===== src/rtl/block_game_settings.svh =====
`ifndef BLOCK_GAME_SETTINGS_SVH
`define BLOCK_GAME_SETTINGS_SVH

// Pixel plotter geometry
`define COORD_X_WIDTH 8
`define COORD_Y_WIDTH 7
`define COLOUR_WIDTH 3

`define BLOCK_SIZE 20 // Side of a drawn square in pixels
`define BLOCK_STEP 21 // Lane pitch and the distance a block moves per frame

// Lane layout, first lane corner on each axis
`define LANE_COUNT 5
`define LANE_ORIGIN_X 27
`define LANE_ORIGIN_Y 7
`define LANE_LAST_X (`LANE_ORIGIN_X + (`LANE_COUNT - 1) * `BLOCK_STEP)
`define LANE_LAST_Y (`LANE_ORIGIN_Y + (`LANE_COUNT - 1) * `BLOCK_STEP)

`define SLOT_COUNT 10

`define BLOCK_COLOUR 3'd4 // Red
`define ERASE_COLOUR 3'd0

`define FRAME_DELAY 64 // Hold cycles between draw and erase, short for simulation

`endif


===== src/rtl/screen_pkg.sv =====
`include "block_game_settings.svh"

package screen_pkg;

	// Pixel coordinates on the plotter
	typedef logic [`COORD_X_WIDTH-1:0] coord_x_t;
	typedef logic [`COORD_Y_WIDTH-1:0] coord_y_t;

	typedef logic [`COLOUR_WIDTH-1:0] colour_t;

	// One pixel handed to the plotter
	typedef struct packed {
		coord_x_t x;
		coord_y_t y;
		colour_t colour;
	} pixel_t;

endpackage


===== src/rtl/game_pkg.sv =====
`include "block_game_settings.svh"

package game_pkg;

	import screen_pkg::*;

	typedef logic [$clog2(`LANE_COUNT)-1:0] lane_t;
	typedef logic [$clog2(`SLOT_COUNT)-1:0] slot_index_t;

	// Direction of travel, sampled at spawn and stored with each block
	typedef enum logic [1:0] {
		heading_down,
		heading_left,
		heading_up,
		heading_right
	} heading_t;

	// The x and y fields give the upper left corner and a clear occupied bit marks an empty slot
	typedef struct packed {
		logic occupied;
		heading_t heading;
		coord_x_t x;
		coord_y_t y;
	} block_t;

	typedef enum logic [2:0] {
		state_idle, // Waiting for go
		state_armed, // Waiting for go to be released
		state_capture,
		state_load,
		state_draw,
		state_hold,
		state_erase,
		state_step
	} game_state_t;

endpackage


===== src/rtl/game_control.sv =====
`include "block_game_settings.svh"

module game_control
	import game_pkg::*;
(
	input logic clock,
	input logic reset,
	input logic go,
	input logic paint_done,
	output logic capture,
	output logic load,
	output logic step,
	output logic paint_start,
	output logic erase
);

	game_state_t state;
	game_state_t next_state;
	logic pass_busy; // Painter has been started in this state
	logic [$clog2(`FRAME_DELAY)-1:0] hold_count;
	logic hold_done;

	assign hold_done = (hold_count == `FRAME_DELAY - 1);

	always_comb
	begin
		next_state = state;
		case (state)
			state_idle: if (go) next_state = state_armed;
			state_armed: if (!go) next_state = state_capture;
			state_capture: next_state = state_load;
			state_load: next_state = state_draw;
			state_draw: if (paint_done) next_state = state_hold;
			state_hold: if (hold_done) next_state = state_erase;
			state_erase: if (paint_done) next_state = state_step;
			state_step: next_state = state_capture;
			default: next_state = state_idle;
		endcase
	end

	always_ff @(posedge clock)
	begin
		if (!reset)
			state <= state_idle;
		else
			state <= next_state;
	end

	// Counts the hold, restarts whenever the state is left
	always_ff @(posedge clock)
	begin
		if (!reset || state != state_hold)
			hold_count <= '0;
		else
			hold_count <= hold_count + 1'b1;
	end

	always_ff @(posedge clock)
	begin
		if (!reset)
			pass_busy <= 1'b0;
		else if (paint_done)
			pass_busy <= 1'b0;
		else if (paint_start)
			pass_busy <= 1'b1;
	end

	assign capture = (state == state_capture);
	assign load = (state == state_load);
	assign step = (state == state_step);
	assign erase = (state == state_erase);
	assign paint_start = (state == state_draw || state == state_erase) && !pass_busy;

	// The painter must only finish a pass that this controller started
	paint_done_in_pass: assert property (@(posedge clock) disable iff (!reset)
		paint_done |-> (state == state_draw || state == state_erase) && pass_busy);

endmodule


===== src/rtl/lane_generator.sv =====
`include "block_game_settings.svh"

module lane_generator
	import screen_pkg::*;
	import game_pkg::*;
(
	input logic clock,
	input logic reset,
	input logic capture,
	input heading_t heading,
	output block_t spawn_block
);

	lane_t count; // Free running, sampled at capture
	lane_t current;
	lane_t lane;

	// A sample next to the previous one is pushed one lane further away
	always_comb
	begin
		if (count == current + 1)
			lane = (count == `LANE_COUNT - 1) ? lane_t'(0) : lane_t'(count + 1'b1);
		else if (count == current - 1)
			lane = (count == 0) ? lane_t'(`LANE_COUNT - 1) : lane_t'(count - 1'b1);
		else
			lane = count;
	end

	always_ff @(posedge clock)
	begin
		if (!reset)
		begin
			count <= '0;
			current <= '1; // No lane holds all ones, so the first sample is never bent
		end
		else
		begin
			count <= (count == `LANE_COUNT - 1) ? '0 : count + 1'b1;
			if (capture)
				current <= count;
		end
	end

	// Entry edge follows the heading, the lane picks the position along it
	always_ff @(posedge clock)
	begin
		if (capture)
		begin
			spawn_block.occupied <= 1'b1;
			spawn_block.heading <= heading;
			case (heading)
				heading_down: spawn_block.y <= coord_y_t'(`LANE_ORIGIN_Y);
				heading_up: spawn_block.y <= coord_y_t'(`LANE_LAST_Y);
				default: spawn_block.y <= coord_y_t'(`LANE_ORIGIN_Y + lane * `BLOCK_STEP);
			endcase
			case (heading)
				heading_left: spawn_block.x <= coord_x_t'(`LANE_LAST_X);
				heading_right: spawn_block.x <= coord_x_t'(`LANE_ORIGIN_X);
				default: spawn_block.x <= coord_x_t'(`LANE_ORIGIN_X + lane * `BLOCK_STEP);
			endcase
		end
	end

endmodule


===== src/rtl/block_slots.sv =====
`include "block_game_settings.svh"

module block_slots
	import screen_pkg::*;
	import game_pkg::*;
(
	input logic clock,
	input logic reset,
	input logic load,
	input logic step,
	input block_t spawn_block,
	input slot_index_t slot_index,
	output block_t slot_block
);

	block_t slots [`SLOT_COUNT];
	slot_index_t wr_ptr;

	// Moves one block a lane pitch, or drops it once it sits on its exit edge
	function automatic block_t step_block(block_t blk);
		block_t moved;
		moved = blk;
		if (blk.occupied)
		begin
			case (blk.heading)
				heading_down:
					if (blk.y == `LANE_LAST_Y)
						moved.occupied = 1'b0;
					else
						moved.y = blk.y + coord_y_t'(`BLOCK_STEP);
				heading_left:
					if (blk.x == `LANE_ORIGIN_X)
						moved.occupied = 1'b0;
					else
						moved.x = blk.x - coord_x_t'(`BLOCK_STEP);
				heading_up:
					if (blk.y == `LANE_ORIGIN_Y)
						moved.occupied = 1'b0;
					else
						moved.y = blk.y - coord_y_t'(`BLOCK_STEP);
				default:
					if (blk.x == `LANE_LAST_X)
						moved.occupied = 1'b0;
					else
						moved.x = blk.x + coord_x_t'(`BLOCK_STEP);
			endcase
		end
		return moved;
	endfunction

	always_ff @(posedge clock)
	begin
		if (!reset)
		begin
			wr_ptr <= '0;
			for (int i = 0; i < `SLOT_COUNT; i++)
				slots[i].occupied <= 1'b0;
		end
		else if (load)
		begin
			slots[wr_ptr] <= spawn_block;
			wr_ptr <= (wr_ptr == `SLOT_COUNT - 1) ? '0 : wr_ptr + 1'b1;
		end
		else if (step)
		begin
			for (int i = 0; i < `SLOT_COUNT; i++)
				slots[i] <= step_block(slots[i]);
		end
	end

	always_comb
	begin
		if (slot_index < `SLOT_COUNT)
			slot_block = slots[slot_index];
		else
			slot_block = '0;
	end

	no_load_during_step: assert property (@(posedge clock) disable iff (!reset)
		!(load && step));

endmodule


===== src/rtl/square_painter.sv =====
`include "block_game_settings.svh"

module square_painter
	import screen_pkg::*;
	import game_pkg::*;
(
	input logic clock,
	input logic reset,
	input logic paint_start,
	input logic erase,
	input block_t slot_block,
	output slot_index_t slot_index,
	output logic plot,
	output pixel_t pixel,
	output logic paint_done
);

	typedef enum logic {paint_idle, paint_busy} paint_state_t;

	paint_state_t state;
	logic [$clog2(`BLOCK_SIZE)-1:0] col;
	logic [$clog2(`BLOCK_SIZE)-1:0] row;
	logic slot_done;

	// An empty slot is done at once, an occupied one after its last pixel
	assign slot_done = !slot_block.occupied
		|| (col == `BLOCK_SIZE - 1 && row == `BLOCK_SIZE - 1);

	always_ff @(posedge clock)
	begin
		if (!reset)
		begin
			state <= paint_idle;
			slot_index <= '0;
			col <= '0;
			row <= '0;
			paint_done <= 1'b0;
		end
		else
		begin
			paint_done <= 1'b0;
			if (state == paint_idle)
			begin
				if (paint_start)
				begin
					state <= paint_busy;
					slot_index <= '0;
					col <= '0;
					row <= '0;
				end
			end
			else if (slot_done)
			begin
				col <= '0;
				row <= '0;
				if (slot_index == `SLOT_COUNT - 1)
				begin
					state <= paint_idle;
					paint_done <= 1'b1;
				end
				else
					slot_index <= slot_index + 1'b1;
			end
			else if (col == `BLOCK_SIZE - 1)
			begin
				col <= '0;
				row <= row + 1'b1;
			end
			else
				col <= col + 1'b1;
		end
	end

	assign plot = (state == paint_busy) && slot_block.occupied;

	always_comb
	begin
		pixel.x = slot_block.x + coord_x_t'(col);
		pixel.y = slot_block.y + coord_y_t'(row);
		pixel.colour = erase ? `ERASE_COLOUR : `BLOCK_COLOUR;
	end

	// Spawned and stepped blocks must keep every square inside the lane field
	pixel_in_field: assert property (@(posedge clock) disable iff (!reset)
		plot |-> (pixel.x <= `LANE_LAST_X + `BLOCK_SIZE - 1)
			&& (pixel.y <= `LANE_LAST_Y + `BLOCK_SIZE - 1));

endmodule


===== src/rtl/block_game_top.sv =====
module block_game_top
	import screen_pkg::*;
	import game_pkg::*;
(
	input logic clock,
	input logic reset,
	input logic go,
	input heading_t heading,
	output logic plot,
	output pixel_t pixel
);

	logic capture;
	logic load;
	logic step;
	logic paint_start;
	logic paint_done;
	logic erase;
	block_t spawn_block;
	block_t slot_block;
	slot_index_t slot_index;

	game_control i_game_control (
		.clock(clock),
		.reset(reset),
		.go(go),
		.paint_done(paint_done),
		.capture(capture),
		.load(load),
		.step(step),
		.paint_start(paint_start),
		.erase(erase)
	);

	lane_generator i_lane_generator (
		.clock(clock),
		.reset(reset),
		.capture(capture),
		.heading(heading),
		.spawn_block(spawn_block)
	);

	block_slots i_block_slots (
		.clock(clock),
		.reset(reset),
		.load(load),
		.step(step),
		.spawn_block(spawn_block),
		.slot_index(slot_index),
		.slot_block(slot_block)
	);

	square_painter i_square_painter (
		.clock(clock),
		.reset(reset),
		.paint_start(paint_start),
		.erase(erase),
		.slot_block(slot_block),
		.slot_index(slot_index),
		.plot(plot),
		.pixel(pixel),
		.paint_done(paint_done)
	);

endmodule


===== config.mk =====
export PLATFORM = sky130hd
export DESIGN_NAME = block_game_top
export DESIGN_NICKNAME = d
export VERILOG_FILES = /design/src/rtl/screen_pkg.sv /design/src/rtl/game_pkg.sv /design/src/rtl/game_control.sv /design/src/rtl/lane_generator.sv /design/src/rtl/block_slots.sv /design/src/rtl/square_painter.sv /design/src/rtl/block_game_top.sv
export VERILOG_INCLUDE_DIRS = /design/src /design/src/rtl
export SDC_FILE = /design/constraint.sdc
export NUM_CORES = 1
export LEC_CHECK = 0
export ABC_AREA = 1
export BUFFER_PORTS_ARGS = -buffer_cell sky130_fd_sc_hd__buf_4
export CORE_MARGIN = 5
export CORE_UTILIZATION = 60
export CTS_CLUSTER_DIAMETER = 120
export CTS_CLUSTER_SIZE = 16
export DETAILED_ROUTE_END_ITERATION = 7
export PLACE_DENSITY = 0.84
export SYNTH_ARGS = -nofsm -noshare
export SYNTH_HDL_FRONTEND = slang
export SYNTH_SLANG_ARGS = --single-unit

===== constraint.sdc =====
create_clock -name clock -period 4.1 [get_ports clock]
set_input_delay 0.82 -clock clock [delete_from_list [all_inputs] [get_ports clock]]
set_output_delay 0.82 -clock clock [all_outputs]
set_load 0.005 [all_outputs]

After elaboration in Yosys (flattened, before gate mapping)
Memories as Yosys holds them, arrays and structs flattened. A register that Yosys moved wholly into a read port is not among the register bits.
Cells that the tools add are included.

word-level totals
  word-level logic and storage cells = 451
  input bits = 5
  bits in writable memories = 180
  flip-flop bits (word level) = 53
  memories kept = 1
  output and inout bits = 19

memories
  memory               words  bits a word  read ports  clocked after Yosys merged registers in  write ports  line               RTL
  i_block_slots.slots  10     18           11          1                                        10           block_slots.sv:16  block_t slots [`SLOT_COUNT];

cells by class
  bitwise logic cells = 11
  add/subtract/negate cells = 53
  order comparisons = 1
  reduce and logical (&&, ||, !) cells = 39
  multipliers = 1
  mux-type cells = 244
  eq/ne operators = 87

operator list
  cell                 number
  $mux 15              40
  $pmux 8 s2           11
  $mux 8               20
  $pmux 7 s2           11
  $mux 7               20
  $mux 1               103
  $add 8x5->8 const B  10
  $eq 8x5->1 const B   10
  $eq 8x7->1 const B   10
  $sub 8x5->8 const B  10
  $add 7x5->7 const B  10
  $eq 7x3->1 const B   10
  $eq 7x7->1 const B   10
  $sub 7x5->7 const B  10
  $eq 3x32->1          2
  $mux 18              2
  $mux 5               7
  $mux 4               8
  $mux 3               10
  $pmux 1 s3           10
  $eq 2x2->1 const B   12
  $pmux 3 s8           1
  $eq 2x1->1 const B   11
  $logic_not 2->1      11
  35 further kinds     77

Logic depth before layout (Yosys ltp)
Gate-level depths: netlist of run 1.
An unclocked memory read counts as a cell.

  word-level depth = 10
  gate-level depth with buffers = 23
  gate-level depth less buffers = 23

Cells and area by module
A second synthesis of run 1 with hierarchy kept.

second synthesis, totals
  cell total of the unflattened synthesis = 3143
  area, all modules = 20220.6 µm²

by module, submodules not included
  module          instances  cells an instance  area an instance (µm²)
  block_slots     1          2682               16742.3
  lane_generator  1          191                1544.0
  square_painter  1          201                1427.6
  game_control    1          69                 506.7

Worst setup path before layout of run 1
OpenSTA, ideal clock, no wires.

  kind = register to output
  start point = reg (tool-made name)
  end point = out pixel[9] in the netlist's numbering
  stages on the path, launching flop included = 17
  path slack = 0.436 ns
  path buffers = 4
  arrival time = 2.844 ns
  data required time = 3.280 ns
  path through = dfxtp_1 buf_4 buf_2 buf_2 clkbuf_1 nor2_1 o22ai_1 nand2_1 a31oi_1 ha_1 inv_1 fa_1 o21ai_0 and2_1 o21ai_0 xor2_1 nor2_1

RTL lines
  item           line                  RTL
  end, declared  block_game_top.sv:10  output pixel_t pixel

==> flow_metrics.py, run 1 <==
metrics = {
    "synth": {
        "synth_cells": 2581,
        "synth_top_cell_area_share": 0.3863,
        "synthFlopType": "edfxtp_1",
        "synth_common_cells": "384 x nand2_1, 320 x nor2_1, 315 x inv_1",
        "yosysUniqueCellTypes": 57,
        "synth_compound_area_frac": 0.1534,
        "yosys.area.top_type": "edfxtp_1",
        "muxShareOfSynthArea": 0,
        "synth_top_family_by_area": "simple AND/OR/NAND/NOR gates",
        "synth_xor_area_frac": 0.03945,
        "synth_fa_ha_area_frac": 0.09947,
        "synth-simple-area-share": 0.1982,
        "synth_area_um2": 21530,
        "yosysMostFrequentCell": "nand2_1",
        "yosysWarnings": 0,
        "synth_area_leaders": "edfxtp_1 39%, ha_1 7.9%, o21ai_0 6.8%",
        "ys_seq_elements": 327,
        "yosysSeqAreaShare": 0.4327,
        "ys_async_sr_fraction": 0,
        "syn_area_per_cell_um2": 8.343,
        "synth_edf_count": 277,
    },
    "clocking": {
        "cts_buffer_depth": 3,
        "cts.clk_slew.worst_paths_ns": 0.09,
        "worst_skew_pair.late_latency_ns": 0.58,
        "cts_root_buf": "clkbuf_16",
        "htreeDepth": 1,
        "postCtsHoldBufs": 0,
        "cts.sinks": 327,
        "cts_buffers": 24,
        "cts_tree": "built",
    },
    "pwr": {
        "powerDensity_nw_per_um2": 301.6,
        "ir_drop_v": 0.0003309,
        "switchingPower_mw": 2.030,
        "p_seq_frac": 0.537,
        "swShare": 0.2845,
        "cellLeakagePower_nw": 9.715,
        "combPwrFrac": 0.135,
        "pwr-share-clk": 0.328,
        "intPower_mw": 5.105,
    },
    "sta": {
        "final.period_utilization": 1.061,
        "finalHoldViolations": 0,
        "max_slew_margin": 0.1799,
        "holdWs_ns": 0.4487,
        "clock.fmax_mhz": 229.9,
        "slew_viol_final": 0,
        "period_needed_ns": 4.351,
        "worst_pin_slew_ns": 1.230,
        "rsz0062_at_grt": "yes",
        "skew_ns": 0.02115,
        "setup_violations": 6,
        "setup_tns_ns": -0.8134,
        "fin_ws_ns": -0.2507,
    },
    "worst_setup_path": {
        "path_cells": "buf_16, buf_8, nor2_4, nor2_2, o21ai_1, a311oi_1, inv_1, a21oi_2, ha_1, nand2_1, nor2_2, a211oi_2, o21bai_1, a21oi_2, nor2_1, nand2_1, xnor2_1, buf_4",
        "critPathMaxFanout": 7,
        "critPathArrivalTime_ns": 3.53,
        "critical_path.slowest_cell": "dfxtp_4",
        "critPathBufInv": 4,
        "required_ns": 3.28,
        "slowest_delay_ns": 0.45,
        "cp-end-kind": "output pin",
        "path_class": "reg2out",
        "crit_family": "compound AO/OA/AOI/OAI gates",
        "critPathLaunchType": "flip-flop",
    },
    "global_routing": {
        "grt_pass1_vias": 18310,
        "grt_remaining_overflow": 0,
        "grt_max_degree": 41,
        "grtUsageTotal": 0.3315,
        "antenna_found_initial": 1,
        "grt_pass1_wl_um": 103000,
    },
    "flow_run": {
        "cap_violations": 0,
    },
    "die": {
        "die_h_um": 199.5,
        "fp.dieW_um": 199.5,
        "io_pins": 24,
        "num_rows": 69,
        "initial_core_util": 0.6069,
        "dieArea_um2": 39780,
        "core_um2": 35480,
    },
    "final_layout": {
        "nets": 2776,
        "nFillCells": 2737,
        "layout-drive-gt1-share": 0.08631,
        "stdcell_count": 3091,
        "n_antenna_cell": 0,
        "areaGrowthSynthToFinish_pct": 9.877,
    },
    "drt": {
        "drtIter0Drc": 2790,
        "routedWlPerCell_um": 22.09,
        "drtPass1Iterations": 8,
        "wl_um": 68290,
        "vias": 19790,
        "ant_nets": 0,
        "drcViolationCount": 0,
        "via_per_inst": 6.403,
    },
    "run_status": {
        "failed_checks": "negative setup slack",
        "outcome": "finished with violations",
    },
    "hold_path": {
        "hold_class": "reg2reg",
    },
    "placement": {
        "placed_cells": 3018,
        "place.gp.congestion": 1.023,
        "port-buffer-count": 21,
        "place_hpwl_um": 46570,
    },
}
stage by stage:
step	power [mW]	instance area [um2]	setup slack [ns]	utilization
finish	7.135	23660	-0.2507	0.6668
global route	7.337	23660	-0.3554	0.6668
CTS	7.055	23410	0.001676	0.6598
detailed placement	4.752	22290	0.1856	0.6283
global placement	4.715	22290	0.3319	0.6283
floorplan	4.410	21540	0.4358	-
final timing paths:
kind / startpoint / to / slack, ns / depth (start not counted)
setup / recovery: flip-flop / pixel[17] / -0.25 / 18
hold / removal: i_square_painter.paint_done / i_game_control.pass_busy / 0.45 / 1
setup reg to reg: i_lane_generator.current[0] / i_lane_generator.spawn_block[14] / 0.78 / 23
hold reg to reg: i_square_painter.paint_done / i_game_control.pass_busy / 0.45 / 1
worst register-to-register path: stages, from the launching register on:
cell and delay, ns:
dfxtp_1 0.39, inv_1 0.11, ha_1 0.34, inv_1 0.07, nand2_1 0.07, nand2_1 0.12
nand2_2 0.08, nor2_4 0.13, nand2_1 0.11, nand2_2 0.09, nand3_2 0.08, nand2_4 0.11
ha_1 0.15, inv_1 0.05, nor2_1 0.19, ha_1 0.27, inv_1 0.15, nand3_1 0.13
inv_1 0.08, nor2_2 0.04, nor2_2 0.11, nand3_1 0.09, nand2_1 0.10, nor2_2 0.04
layer usage:
layer  global-route usage  vias up  wire length (um)
met2               0.5178     1353             29990
met5                    0        -                14
met1               0.4365     9217             24530
met3              0.08869      321              9231
met4               0.1494        2              4527
li1                     -     8898                 -
cell families (layout without fill, tap and decap cells):
family,after synthesis,count (layout)
simple gates,977,977
xor+xnor,97,97
other cells,1,2
flops,327,327
fa+ha+maj,158,158
compound gates,598,598
buf+inv,423,471
final cells by class:
type | instances | area [um2] | share of cell area
clock inverter | 2 | 27.53 | 0.001163
clock buffer | 41 | 664.4 | 0.02808
multi-input combinational | 1832 | 10740 | 0.4539
timing repair buffer | 90 | 1041 | 0.04400
tap | 461 | 576.8 | 0.02438
inverter | 338 | 1286 | 0.05436
sequential | 327 | 9326 | 0.3942
power by group through the flow:
stage          Combinational (mW)  Sequential [mW]  Clock [mW]
3_5_place_dp                0.855             3.90           0
2_1_floorplan               0.616             3.79           0
4_1_cts                     0.916             3.82        2.32
3_3_place_gp                0.824             3.89           0
6_report                    0.963             3.83        2.34
5_1_grt                      1.04             3.83        2.46
flip-flops by register name, indices dropped and copies added (netlist names), 4 cells and up, named ones only:
name / count
i_block_slots.slots: 270
i_game_control.hold_count: 6
i_square_painter.row: 5
i_block_slots.wr_ptr: 4
i_square_painter.col: 5
i_square_painter.slot_index: 4
i_lane_generator.spawn_block: 17
cells in the final DEF (no fill, tap or decap), types with 22 or more instances in the layout:
cell | Yosys | routed
nand2_1 | 384 | 383
buf_4 | 3 | 69
inv_1 | 315 | 313
a21oi_1 | 163 | 150
ha_1 | 136 | 134
xor2_1 | 67 | 66
xnor2_1 | 30 | 30
o22ai_1 | 44 | 44
nor4_1 | 22 | 22
nor2_1 | 320 | 314
dfxtp_1 | 50 | 48
edfxtp_1 | 277 | 277
nand4_1 | 24 | 24
clkbuf_16 | 0 | 27
nor3_1 | 31 | 30
o21ai_1 | 10 | 26
o21ai_0 | 291 | 268
nand3_1 | 136 | 135
repair_timing:
item,CTS,global route
hold endpoints to repair,0,0
buffers inserted,8,13
cloned,8,3
gates resized for setup,40,41
setup endpoints to repair,6,7
pin swaps,10,23
Note: power is estimated with default switching activity, not from simulation.
==> run 2, diff against run 1 <==
==> constraint.sdc (replaced) <==
create_clock -name clock -period 4.1 [get_ports clock]
set_input_delay 0.82 -clock clock [delete_from_list [all_inputs] [get_ports clock]]
set_output_delay 0.82 -clock clock [all_outputs]
set_load 0.01 [all_outputs]
==> run 2 against run 1 <==
  * The run still ends with negative setup slack left
  * Critical path type unchanged
  * Critical path depth shrank 2
  * Core utilization shrank 0.80 points
  * Largest cell class unchanged
  * Largest power group unchanged
  * Die area is the same
==> flow_metrics.py, run 2 (synthesized netlist as in run 1, its figures left out) <==
metrics = {
    "drt": {
        "wl_um": 65450,
        "via_per_inst": 6.221,
        "wl_met2_um": 29110,
        "route.met3.wl_um": 8031,
        "ant_nets": 0,
        "top_layer_used": "met5",
        "drtPass1Iterations": 6,
        "drcViolationCount": 0,
        "vias": 19190,
        "met1_length_um": 24480,
        "drtIter0Drc": 2865,
        "routedWlPerCell_um": 21.22,
    },
    "worst_setup_path": {
        "critPathMaxFanout": 12,
        "crit_family": "compound AO/OA/AOI/OAI gates",
        "slowest_delay_ns": 0.41,
        "ff2ff_path_depth": 23,
        "crit_top_cell": "buf_4",
        "path_class": "reg2out",
        "critPathArrivalTime_ns": 3.32,
        "path_cells": "inv_4, buf_12, buf_4, o21ai_0, o22ai_1, nand2_1, a31oi_1, ha_1, buf_4, a211oi_4, o21bai_1, a21oi_2, nor2_1, nand2_1, xnor2_1, buf_4",
        "critPathBufInv": 5,
        "cp-end-kind": "output pin",
        "cp.depth": 16,
        "critical_path.slowest_cell": "dfxtp_4",
        "critPathLaunchType": "flip-flop",
        "required_ns": 3.28,
    },
    "placement": {
        "place_hpwl_um": 46860,
        "place.gp.congestion": 1.025,
        "placed_cells": 3025,
        "port-buffer-count": 21,
        "place_area_um2": 22310,
    },
    "clocking": {
        "cts.clk_slew.worst_paths_ns": 0.07,
        "postCtsHoldBufs": 0,
        "worst_skew_pair.late_latency_ns": 0.56,
        "cts_tree": "built",
        "cts_root_buf": "clkbuf_16",
        "cts_buffers": 24,
        "cts_buffer_depth": 3,
        "cts.sinks": 327,
        "htreeDepth": 1,
    },
    "sta": {
        "skew_ns": 0.01766,
        "period_needed_ns": 4.143,
        "clock.fmax_mhz": 241.4,
        "finalHoldViolations": 0,
        "final.period_utilization": 1.011,
        "setup_tns_ns": -0.05903,
        "worst_pin_slew_ns": 1.190,
        "max_slew_margin": 0.2067,
        "slew_viol_final": 0,
        "fin_ws_ns": -0.04336,
        "rsz0062_at_grt": "yes",
        "setup_violations": 2,
    },
    "die": {
        "core_um2": 35480,
        "dieArea_um2": 39780,
        "num_rows": 69,
        "io_pins": 24,
        "fp.dieW_um": 199.5,
        "initial_core_util": 0.6069,
        "die_h_um": 199.5,
    },
    "global_routing": {
        "grt_remaining_overflow": 0,
        "grt_pass1_vias": 17670,
        "grt_max_degree": 46,
        "antenna_found_initial": 3,
        "grt_pass1_wl_um": 98880,
        "grtUsageTotal": 0.3203,
    },
    "run_status": {
        "failed_checks": "negative setup slack",
        "outcome": "finished with violations",
    },
    "final_layout": {
        "nets": 2767,
        "fin_util": 0.6588,
        "layout_commonest_cell": "nand2_1",
        "areaGrowthSynthToFinish_pct": 8.553,
        "top_register": "i_block_slots.slots",
        "largest_reg_flops": 270,
        "stdcell_count": 3084,
        "layout-drive-gt1-share": 0.07857,
        "reg_top3": "i_block_slots.slots (270), i_lane_generator.spawn_block (17), i_game_control.hold_count (6)",
        "final_cell_mix": "384 x nand2_1, 317 x nor2_1, 314 x inv_1",
        "final_area_um2": 23380,
    },
    "hold_path": {
        "min_delay_path_depth": 1,
        "hold_class": "reg2reg",
    },
    "pwr": {
        "cellLeakagePower_nw": 9.579,
        "finalPower_mw": 7.088,
        "ir_drop_v": 0.0002981,
        "powerDensity_nw_per_um2": 303.2,
    },
    "flow_run": {
        "cap_violations": 0,
    },
}
[run 2: area by class of cell]
| type | instances | area (um2) |
|---|---|---|
| antenna | 1 | 2.502 |
| clock buffer | 43 | 693.2 |
| timing repair buffer | 81 | 767.0 |
| fill | 2787 | 12110 |
| tap | 461 | 576.8 |
| multi-input combinational | 1832 | 10720 |
| clock inverter | 1 | 11.26 |
| inverter | 338 | 1280 |
| sequential | 327 | 9326 |
[run 2: repair_timing]
| item | in CTS | in global routing |
|---|---|---|
| hold endpoints to repair | 0 | 0 |
| setup buffers | 6 | 5 |
| cloned | 1 | 3 |
| gates resized for setup | 26 | 32 |
| pin swaps | 10 | 11 |
| setup endpoints to repair | 7 | 6 |
[run 2: layer usage]
metal,vias to the layer above,global-route usage
li1,8876,-
met1,8895,0.4310
met2,1185,0.4986
met3,228,0.06812
met4,2,0.1527
met5,-,0
[run 2: power by group]
part           internal (mW)  switching, mW
sequential              3.67          0.150
combinational          0.300          0.618
clock                   1.15           1.20
total                   5.12           1.97
[run 2: stage by stage]
| stage | hold WS (ns) | worst slack, ns |
|---|---|---|
| finish | 0.4475 | -0.04336 |
| global route | 0.4481 | -0.2052 |
| CTS | 0.4482 | 0.00006350 |
| detailed placement | 0.4357 | 0.2253 |
| global placement | 0.4269 | 0.2764 |
| floorplan | 0.3934 | 0.3741 |
[run 2: path summary, 6_finish.rpt]
check	startpoint	to	slack, ns
worst max-delay path	flip-flop	pixel[17]	-0.04
worst min-delay path	i_game_control.hold_count[0]	i_game_control.hold_count[0]	0.45
worst max register to register	i_lane_generator.current[0]	i_lane_generator.spawn_block[14]	0.90
worst min register to register	i_game_control.hold_count[0]	i_game_control.hold_count[0]	0.45
